[src/source/quiz_consts.svh]
`ifndef QUIZ_CONSTS_SVH
`define QUIZ_CONSTS_SVH

// attempts allowed per round
`define QZ_MAX_TRIES 3

// question display time at level 0, halved per level step
`define QZ_SHOW_BASE 16
// hold time of each result state
`define QZ_RESULT_CYCLES 8
// width of the show and result timers
`define QZ_TMR_W 5

// state encodings, kept from the board version
`define QZ_ST_IDLE     4'b0000
`define QZ_ST_FETCH    4'b0010
`define QZ_ST_QUESTION 4'b0011
`define QZ_ST_INPUT    4'b0100
`define QZ_ST_OUCH     4'b1000
`define QZ_ST_GOOD     4'b1001
`define QZ_ST_WIN      4'b1010
`define QZ_ST_LOSE     4'b1011

`endif
[src/source/quiz_pkg.sv]
`include "quiz_consts.svh"

package quiz_pkg;

  // round states
  // codes 0001, 0101..0111 and 11xx are unused
  typedef enum logic [3:0] {
    // waiting for start
    IDLE     = `QZ_ST_IDLE,
    // credit sent, waiting on the question store
    FETCH    = `QZ_ST_FETCH,
    // question on display
    QUESTION = `QZ_ST_QUESTION,
    // player enters digits
    INPUT    = `QZ_ST_INPUT,
    // no digit in place
    OUCH     = `QZ_ST_OUCH,
    // one or two digits in place
    GOOD     = `QZ_ST_GOOD,
    // all three in place
    WIN      = `QZ_ST_WIN,
    // tries used up
    LOSE     = `QZ_ST_LOSE
  } game_state_t;

  // judge outcome for one submitted answer
  typedef enum logic [1:0] {
    V_OUCH = 2'd0,
    V_GOOD = 2'd1,
    V_WIN  = 2'd2
  } verdict_t;

endpackage

[src/source/quiz_top.sv]
module quiz_top (
  input  logic                   CLK,
  input  logic                   rst,
  input  logic                   start,
  input  logic [2:0]             sel,
  input  logic                   clr,
  input  logic                   dec,
  input  logic                   q_valid,
  input  logic [15:0]            q_data,
  output logic                   q_credit,
  output quiz_pkg::game_state_t  state,
  output logic [1:0]             tries,
  output logic [1:0]             hits,
  output logic                   led,
  output logic [3:0]             seg1,
  output logic [3:0]             seg2,
  output logic [3:0]             seg3,
  output logic [3:0]             seg4,
  output logic [3:0]             seg5,
  output logic [3:0]             seg6,
  output logic [3:0]             seg_q1,
  output logic [3:0]             seg_q2,
  output logic [3:0]             seg_q3,
  output logic [3:0]             seg_lvl
);

  // entry side
  logic [3:0] cnt1;
  logic [3:0] cnt2;
  logic [3:0] cnt3;
  logic [1:0] q_level;
  logic [3:0] q_d1;
  logic [3:0] q_d2;
  logic [3:0] q_d3;
  logic       q_loaded;
  // answer path to the judge
  logic       ans_valid;
  logic [3:0] ans_d1;
  logic [3:0] ans_d2;
  logic [3:0] ans_d3;
  logic       ans_credit;
  // judge to controller
  logic               verdict_valid;
  quiz_pkg::verdict_t verdict;

  answer_entry answer_entry_inst (
    .CLK(CLK), .rst(rst), .state(state), .sel(sel), .clr(clr), .dec(dec),
    .q_valid(q_valid), .q_data(q_data), .ans_credit(ans_credit),
    .cnt1(cnt1), .cnt2(cnt2), .cnt3(cnt3), .q_level(q_level),
    .q_d1(q_d1), .q_d2(q_d2), .q_d3(q_d3), .q_loaded(q_loaded),
    .ans_valid(ans_valid), .ans_d1(ans_d1), .ans_d2(ans_d2), .ans_d3(ans_d3),
    .led(led)
  );

  answer_judge answer_judge_inst (
    .CLK(CLK), .rst(rst), .ans_valid(ans_valid),
    .ans_d1(ans_d1), .ans_d2(ans_d2), .ans_d3(ans_d3),
    .q_d1(q_d1), .q_d2(q_d2), .q_d3(q_d3),
    .verdict_valid(verdict_valid), .verdict(verdict), .hits(hits),
    .ans_credit(ans_credit)
  );

  game_ctrl game_ctrl_inst (
    .CLK(CLK), .rst(rst), .start(start), .q_loaded(q_loaded), .q_level(q_level),
    .verdict_valid(verdict_valid), .verdict(verdict),
    .state(state), .q_credit(q_credit), .tries(tries)
  );

  seg_display seg_display_inst (
    .CLK(CLK), .rst(rst), .state(state), .cnt1(cnt1), .cnt2(cnt2), .cnt3(cnt3),
    .q_d1(q_d1), .q_d2(q_d2), .q_d3(q_d3), .q_level(q_level),
    .seg1(seg1), .seg2(seg2), .seg3(seg3), .seg4(seg4), .seg5(seg5), .seg6(seg6),
    .seg_q1(seg_q1), .seg_q2(seg_q2), .seg_q3(seg_q3), .seg_lvl(seg_lvl)
  );

endmodule

[src/source/seg_display.sv]
module seg_display (
  input  logic                   CLK,
  input  logic                   rst,
  input  quiz_pkg::game_state_t  state,
  input  logic [3:0]             cnt1,
  input  logic [3:0]             cnt2,
  input  logic [3:0]             cnt3,
  input  logic [3:0]             q_d1,
  input  logic [3:0]             q_d2,
  input  logic [3:0]             q_d3,
  input  logic [1:0]             q_level,
  output logic [3:0]             seg1,
  output logic [3:0]             seg2,
  output logic [3:0]             seg3,
  output logic [3:0]             seg4,
  output logic [3:0]             seg5,
  output logic [3:0]             seg6,
  output logic [3:0]             seg_q1,
  output logic [3:0]             seg_q2,
  output logic [3:0]             seg_q3,
  output logic [3:0]             seg_lvl
);

  // answer digits, each counter on a pair of nibbles
  always_ff @(posedge CLK) begin
    if (rst || state != quiz_pkg::INPUT) begin
      seg1 <= 4'd0;
      seg2 <= 4'd0;
      seg3 <= 4'd0;
      seg4 <= 4'd0;
      seg5 <= 4'd0;
      seg6 <= 4'd0;
    end else begin
      seg1 <= cnt1;
      seg2 <= cnt1;
      seg3 <= cnt2;
      seg4 <= cnt2;
      seg5 <= cnt3;
      seg6 <= cnt3;
    end
  end

  // question and level only during QUESTION
  // zero everywhere else hides the question
  always_ff @(posedge CLK) begin
    if (rst || state != quiz_pkg::QUESTION) begin
      seg_q1  <= 4'd0;
      seg_q2  <= 4'd0;
      seg_q3  <= 4'd0;
      seg_lvl <= 4'd0;
    end else begin
      seg_q1  <= q_d1;
      seg_q2  <= q_d2;
      seg_q3  <= q_d3;
      seg_lvl <= {2'b00, q_level};
    end
  end

endmodule

[src/source/game_ctrl.sv]
`include "quiz_consts.svh"

module game_ctrl (
  input  logic                   CLK,
  input  logic                   rst,
  input  logic                   start,
  input  logic                   q_loaded,
  input  logic [1:0]             q_level,
  input  logic                   verdict_valid,
  input  quiz_pkg::verdict_t     verdict,
  output quiz_pkg::game_state_t  state,
  output logic                   q_credit,
  output logic [1:0]             tries
);

  // shared down counter for the show and result phases
  logic [`QZ_TMR_W-1:0] tmr;
  // show time for the held level
  logic [`QZ_TMR_W-1:0] show_len;
  logic tmr_done;
  logic tries_left;

  assign show_len   = `QZ_TMR_W'(`QZ_SHOW_BASE) >> q_level;
  assign tmr_done   = (tmr == '0);
  assign tries_left = (tries < 2'(`QZ_MAX_TRIES));

  // round FSM
  always_ff @(posedge CLK) begin
    if (rst) begin
      state    <= quiz_pkg::IDLE;
      q_credit <= 1'b0;
      tmr      <= '0;
    end else begin
      // one credit per round, in the first FETCH cycle
      q_credit <= (state == quiz_pkg::IDLE) && start;
      case (state)
        quiz_pkg::IDLE: begin
          if (start) begin
            state <= quiz_pkg::FETCH;
          end
        end
        // waits as long as the store takes
        quiz_pkg::FETCH: begin
          if (q_loaded) begin
            state <= quiz_pkg::QUESTION;
            tmr   <= show_len - `QZ_TMR_W'(1);
          end
        end
        quiz_pkg::QUESTION: begin
          if (tmr_done) begin
            state <= quiz_pkg::INPUT;
          end else begin
            tmr <= tmr - `QZ_TMR_W'(1);
          end
        end
        quiz_pkg::INPUT: begin
          if (verdict_valid) begin
            tmr <= `QZ_TMR_W'(`QZ_RESULT_CYCLES - 1);
            case (verdict)
              quiz_pkg::V_WIN:  state <= quiz_pkg::WIN;
              quiz_pkg::V_GOOD: state <= quiz_pkg::GOOD;
              default:          state <= quiz_pkg::OUCH;
            endcase
          end
        end
        // retry while tries remain, else lose
        quiz_pkg::OUCH, quiz_pkg::GOOD: begin
          if (!tmr_done) begin
            tmr <= tmr - `QZ_TMR_W'(1);
          end else if (tries_left) begin
            state <= quiz_pkg::INPUT;
          end else begin
            state <= quiz_pkg::LOSE;
            tmr   <= `QZ_TMR_W'(`QZ_RESULT_CYCLES - 1);
          end
        end
        quiz_pkg::WIN, quiz_pkg::LOSE: begin
          if (tmr_done) begin
            state <= quiz_pkg::IDLE;
          end else begin
            tmr <= tmr - `QZ_TMR_W'(1);
          end
        end
        default: begin
          state <= quiz_pkg::IDLE;
        end
      endcase
    end
  end

  // tries used in this round
  always_ff @(posedge CLK) begin
    if (rst || state == quiz_pkg::FETCH) begin
      tries <= 2'd0;
    end else if (verdict_valid) begin
      tries <= tries + 2'd1;
    end
  end

endmodule

[src/source/answer_judge.sv]
module answer_judge (
  input  logic                CLK,
  input  logic                rst,
  input  logic                ans_valid,
  input  logic [3:0]          ans_d1,
  input  logic [3:0]          ans_d2,
  input  logic [3:0]          ans_d3,
  input  logic [3:0]          q_d1,
  input  logic [3:0]          q_d2,
  input  logic [3:0]          q_d3,
  output logic                verdict_valid,
  output quiz_pkg::verdict_t  verdict,
  output logic [1:0]          hits,
  output logic                ans_credit
);

  // per position match
  logic hit1;
  logic hit2;
  logic hit3;
  // number of digits in place, 0 to 3
  logic [1:0] hit_sum;
  quiz_pkg::verdict_t verdict_nxt;

  assign hit1 = (ans_d1 == q_d1);
  assign hit2 = (ans_d2 == q_d2);
  assign hit3 = (ans_d3 == q_d3);

  assign hit_sum = {1'b0, hit1} + {1'b0, hit2} + {1'b0, hit3};

  // three hits win, none is ouch, the rest good
  always_comb begin
    case (hit_sum)
      2'd3: begin
        verdict_nxt = quiz_pkg::V_WIN;
      end
      2'd0: begin
        verdict_nxt = quiz_pkg::V_OUCH;
      end
      default: begin
        verdict_nxt = quiz_pkg::V_GOOD;
      end
    endcase
  end

  // verdict one cycle after the answer
  always_ff @(posedge CLK) begin
    if (rst) begin
      verdict_valid <= 1'b0;
    end else begin
      verdict_valid <= ans_valid;
    end
  end

  // result payload, only meaningful with verdict_valid
  always_ff @(posedge CLK) begin
    if (ans_valid) begin
      verdict <= verdict_nxt;
      hits    <= hit_sum;
    end
  end

  // credit back one cycle after the verdict
  always_ff @(posedge CLK) begin
    if (rst) begin
      ans_credit <= 1'b0;
    end else begin
      ans_credit <= verdict_valid;
    end
  end

endmodule

[src/source/answer_entry.sv]
module answer_entry (
  input  logic                   CLK,
  input  logic                   rst,
  input  quiz_pkg::game_state_t  state,
  input  logic [2:0]             sel,
  input  logic                   clr,
  input  logic                   dec,
  input  logic                   q_valid,
  input  logic [15:0]            q_data,
  input  logic                   ans_credit,
  output logic [3:0]             cnt1,
  output logic [3:0]             cnt2,
  output logic [3:0]             cnt3,
  output logic [1:0]             q_level,
  output logic [3:0]             q_d1,
  output logic [3:0]             q_d2,
  output logic [3:0]             q_d3,
  output logic                   q_loaded,
  output logic                   ans_valid,
  output logic [3:0]             ans_d1,
  output logic [3:0]             ans_d2,
  output logic [3:0]             ans_d3,
  output logic                   led
);

  // answer credit towards the judge, one only
  logic ans_cred;
  // question accepted this cycle
  logic q_accept;
  logic in_input;
  logic in_result;

  // digit step: blank goes to 1, 9 wraps back to 1
  function automatic logic [3:0] step_digit(input logic [3:0] d);
    logic [3:0] nxt;
    if (d == 4'd0 || d == 4'd9) begin
      nxt = 4'd1;
    end else begin
      nxt = d + 4'd1;
    end
    return nxt;
  endfunction

  assign in_input  = (state == quiz_pkg::INPUT);
  assign in_result = (state == quiz_pkg::OUCH) || (state == quiz_pkg::GOOD) ||
                     (state == quiz_pkg::WIN)  || (state == quiz_pkg::LOSE);

  // only in FETCH, and only while nothing is held yet
  // a repeat q_valid after the load is dropped here
  assign q_accept = q_valid && (state == quiz_pkg::FETCH) && !led;

  // question hold, led follows it
  always_ff @(posedge CLK) begin
    if (rst) begin
      led      <= 1'b0;
      q_loaded <= 1'b0;
    end else begin
      q_loaded <= q_accept;
      if (q_accept) begin
        led <= 1'b1;
      end else if (state == quiz_pkg::WIN || state == quiz_pkg::LOSE) begin
        led <= 1'b0;
      end
    end
  end

  // question payload, d1 is the ones digit as on the board
  // upper two level bits dropped
  always_ff @(posedge CLK) begin
    if (q_accept) begin
      q_level <= q_data[13:12];
      q_d3    <= q_data[11:8];
      q_d2    <= q_data[7:4];
      q_d1    <= q_data[3:0];
    end
  end

  // digit counters
  // sel[0] over sel[1] over sel[2] over clr
  always_ff @(posedge CLK) begin
    if (rst || in_result) begin
      cnt1 <= 4'd0;
      cnt2 <= 4'd0;
      cnt3 <= 4'd0;
    end else if (in_input) begin
      if (sel[0]) begin
        cnt1 <= step_digit(cnt1);
      end else if (sel[1]) begin
        cnt2 <= step_digit(cnt2);
      end else if (sel[2]) begin
        cnt3 <= step_digit(cnt3);
      end else if (clr) begin
        cnt1 <= 4'd0;
        cnt2 <= 4'd0;
        cnt3 <= 4'd0;
      end
    end
  end

  // submit goes straight to the judge in the dec cycle
  assign ans_valid = in_input && dec && ans_cred;
  assign ans_d1    = cnt1;
  assign ans_d2    = cnt2;
  assign ans_d3    = cnt3;

  // spent on submit, handed back by the judge
  always_ff @(posedge CLK) begin
    if (rst) begin
      ans_cred <= 1'b1;
    end else if (ans_valid) begin
      ans_cred <= 1'b0;
    end else if (ans_credit) begin
      ans_cred <= 1'b1;
    end
  end

endmodule

[config.mk]
export PLATFORM = sky130hd
export DESIGN_NAME = quiz_top
export DESIGN_NICKNAME = d
export VERILOG_FILES = /design/src/source/quiz_pkg.sv /design/src/source/quiz_top.sv /design/src/source/seg_display.sv /design/src/source/game_ctrl.sv /design/src/source/answer_judge.sv /design/src/source/answer_entry.sv
export VERILOG_INCLUDE_DIRS = /design/src /design/src/source
export SDC_FILE = /design/constraint.sdc
export NUM_CORES = 1
export LEC_CHECK = 0
export BUFFER_PORTS_ARGS = -buffer_cell sky130_fd_sc_hd__clkbuf_2
export CAP_MARGIN = 20
export CORE_ASPECT_RATIO = 0.8
export CORE_UTILIZATION = 30
export CTS_BUF_LIST = sky130_fd_sc_hd__clkbuf_4
export DETAILED_ROUTE_END_ITERATION = 16
export GPL_TIMING_DRIVEN = 0
export HOLD_SLACK_MARGIN = 0.03
export SLEW_MARGIN = 20
export SYNTH_ARGS = -nofsm -noshare
export SYNTH_HDL_FRONTEND = slang
export SYNTH_SLANG_ARGS = --single-unit
[constraint.sdc]
create_clock -name CLK -period 2.3 [get_ports CLK]
set_clock_uncertainty 0.1 [all_clocks]
set_input_delay 0.115 -clock CLK [delete_from_list [all_inputs] [get_ports CLK]]
set_output_delay 0.115 -clock CLK [all_outputs]
set_load 0.01 [all_outputs]
==> flow_summary.json <==
{
  "grt.overflow.total": 0,
  "dr_total_vias": 2533,
  "cts_tree": "done",
  "synthFlopType": "dfxtp_1",
  "avgSynthCellArea_um2": 10.21,
  "synth_edf_count": 18,
  "cts_sinks": 73,
  "placedCellCount": 521,
  "timing_worst_slew_pin_value_ps": 538.2,
  "wl_per_cell_um": 12.87,
  "path_class": "register to register",
  "rsz0062_at_grt": "no",
  "grt_max_degree": 15,
  "dieWidth_um": 117.0,
  "hold_ws_ps": 243.1,
  "required_ps": 2500,
  "largest_reg_flops": 5,
  "worstHoldPathType": "input pin to register",
  "postRouteAntennaNets": 0,
  "grt_pass1_vias": 2268,
  "wl_met3_um": 329,
  "multiInputGateArea_um2": 1338,
  "ys_warn_count": 0,
  "port_buffers": 69,
  "drv_slew": 0,
  "vdd_drop_max_mv": 0.2876,
  "grt_pass1_wl_mm": 11.33,
  "hpwl_mm": 5.270,
  "dpl_cell_area_um2": 3700,
  "start_util_pct": 30.89,
  "wirelength_mm": 7.218,
  "ios": 75,
  "track_usage_pct": 13.82,
  "top_layer": "met4",
  "syn_area_um2": 3176,
  "worstPathArrival_ps": 2460,
  "clkLatencyLatePin_ps": 410,
  "slew_headroom_pct": 63.74,
  "synth_cell_type_count": 48,
  "drt_iter0_markers": 97,
  "yosys.area.top_type": "dfxtp_1",
  "wl_met1_mm": 3.603,
  "layout_setup_ws_ps": 39.52,
  "antenna_found_initial": 0,
  "status": "finished, final reports clean",
  "top_register": "game_ctrl_inst.tmr",
  "max_freq_mhz": 442.4,
  "fillCellCount": 1007,
  "area_delta_synth_final_pct": 30.06,
  "powerDensity_nw_per_um2": 636.3,
  "fin_cells": 561,
  "p_leak_nw": 1.763,
  "startpoint_type": "register",
  "routabilityCongestion": 0.8672,
  "cts_buffers": 9,
  "final-seq-area_um2": 1644,
  "synthCells": 311,
  "maxCapViolCount": 0,
  "worst_setup_path_end_kind": "register",
  "wl_met2_mm": 3.183,
  "place_ws_ps": -134.0,
  "vias_per_cell": 4.515,
  "clk_path_buf_depth": 2,
  "dieArea_um2": 11000,
  "synth_seq_cells": 73,
  "fin_area_um2": 4130,
  "drive_gt1_share_pct": 29.22,
  "layout.nets": 454,
  "chipHeight_um": 94.02,
  "min_period_ps": 2260,
  "rows": 33,
  "core_um2": 10280,
  "synth_top_area_share_pct": 34.67,
  "drc": 0,
  "cts_max_level": 3,
  "clk_pin_slew_ps": 130,
  "finalSetupViolations": 0,
  "synthArstFlopShare_pct": 0,
  "crit_fanout": 10,
  "root_buffer": "clkbuf_4",
  "drt_pass1_iterations": 5,
  "finalSetupTns_ps": 0,
  "synth.area.top_cells": "dfxtp_1 (35%), edfxtp_1 (17%), ha_1 (4.7%), and2_1 (3.9%), xor2_1 (3.6%)",
  "fin_crit_sh_pct": 98.28,
  "antenna_cells": 0,
  "hold_viol": 0,
  "ys_seq_area_share_pct": 51.69
}
-- cell usage in the layout (no fill, tap or decap), types with 10 or more instances in the layout --
cell           Yosys  final
a21oi_1           16     16
xor2_1            13     13
clkbuf_2           0     70
inv_1             13     12
dlygate4sd3_1      0     22
nor3_1            14     14
buf_4             15     17
edfxtp_1          18     18
dfxtp_1           55     53
ha_1              12     12
and2_1            20     20
nor2_1            29     29
clkbuf_4           0     10
o21ai_0           13     13
nand2_1           11     11
-- metrics by stage --
step | util, % | total power, W
after floorplan | - | 0.001612
after global placement | 35.99 | 0.001700
after detailed placement | 35.99 | 0.001707
after CTS | 39.84 | 0.002655
after global routing | 40.17 | 0.002770
final | 40.17 | 0.002628
-- critical path, stage by stage (launching register included) --
cell and delay (ps):
dfxtp_1 440, or4b_4 660, or4_4 520, buf_6 150, a22oi_1 220, nor2_1 60
-- power by group --
group          internal, W  switching (W)  total [W]  leakage, nW
Clock             0.000448       0.000455   0.000903       0.0862
Sequential         0.00136      0.0000357    0.00140        0.614
Combinational     0.000152       0.000175   0.000326         1.06
Total              0.00196       0.000665    0.00263         1.76
-- synthesized netlist by cell type, types with 5 or more instances --
cell,count
nand2_1,11
a21oi_1,16
ha_1,12
inv_1,13
nor2_1,29
nor3_1,14
o21ai_0,13
nand3_1,5
mux2i_1,5
dfxtp_1,55
xor2_1,13
nor4_1,5
nor2b_1,6
and2_1,20
buf_4,15
clkbuf_1,7
edfxtp_1,18
-- routing by layer --
metal,vias up,GRT usage (%)
met3,10,2.387
li1,1275,-
met4,0,6.329
met1,1156,19.40
met5,-,0
met2,92,20.51
-- area by class of cell --
class                   count  area share (%)
clock buffers              10           1.818
flip-flops and latches     73           39.81
well taps                 140           4.241
inverters                  13           1.272
clock inverters             6           1.999
multi-input cells         201           32.38
repair buffers             94           14.54
plain buffers              24           3.938
-- cell families (layout without fill, tap and decap cells) --
| kind of cell | after synthesis | count (layout) | share of synthesized area (%) |
|---|---|---|---|
| flip-flops | 73 | 73 | 51.69 |
| buffers and inverters | 38 | 147 | 6.974 |
| multiplexers | 6 | 6 | 1.931 |
| other | 1 | 2 | 0.1181 |
| adder cells (fa/ha/maj) | 13 | 13 | 5.358 |
| AND/OR/NAND/NOR | 114 | 114 | 19.82 |
| AO/OA/AOI/OAI | 52 | 52 | 10.24 |
| XOR/XNOR | 14 | 14 | 3.861 |
-- final timing paths --
kind	from	endpoint	slack (ps)	cells after the start
worst max-delay path	game_ctrl_inst.state[0]	answer_entry_inst.ans_d3[1]	40	5
worst min-delay path	clr	answer_entry_inst.ans_d3[3]	240	7
worst max register to register	game_ctrl_inst.state[0]	answer_entry_inst.ans_d3[1]	40	5
worst min register to register	game_ctrl_inst.tmr[1]	game_ctrl_inst.tmr[1]	370	2
-- repair_timing --
action,in CTS,in global routing
pin swaps,0,1
gates cloned,0,0
hold buffers,22,0
setup endpoints to repair,26,33
setup buffers,0,3
resized for setup,3,5
hold endpoints to repair,34,0
Note: power is estimated with default switching activity, not from simulation.
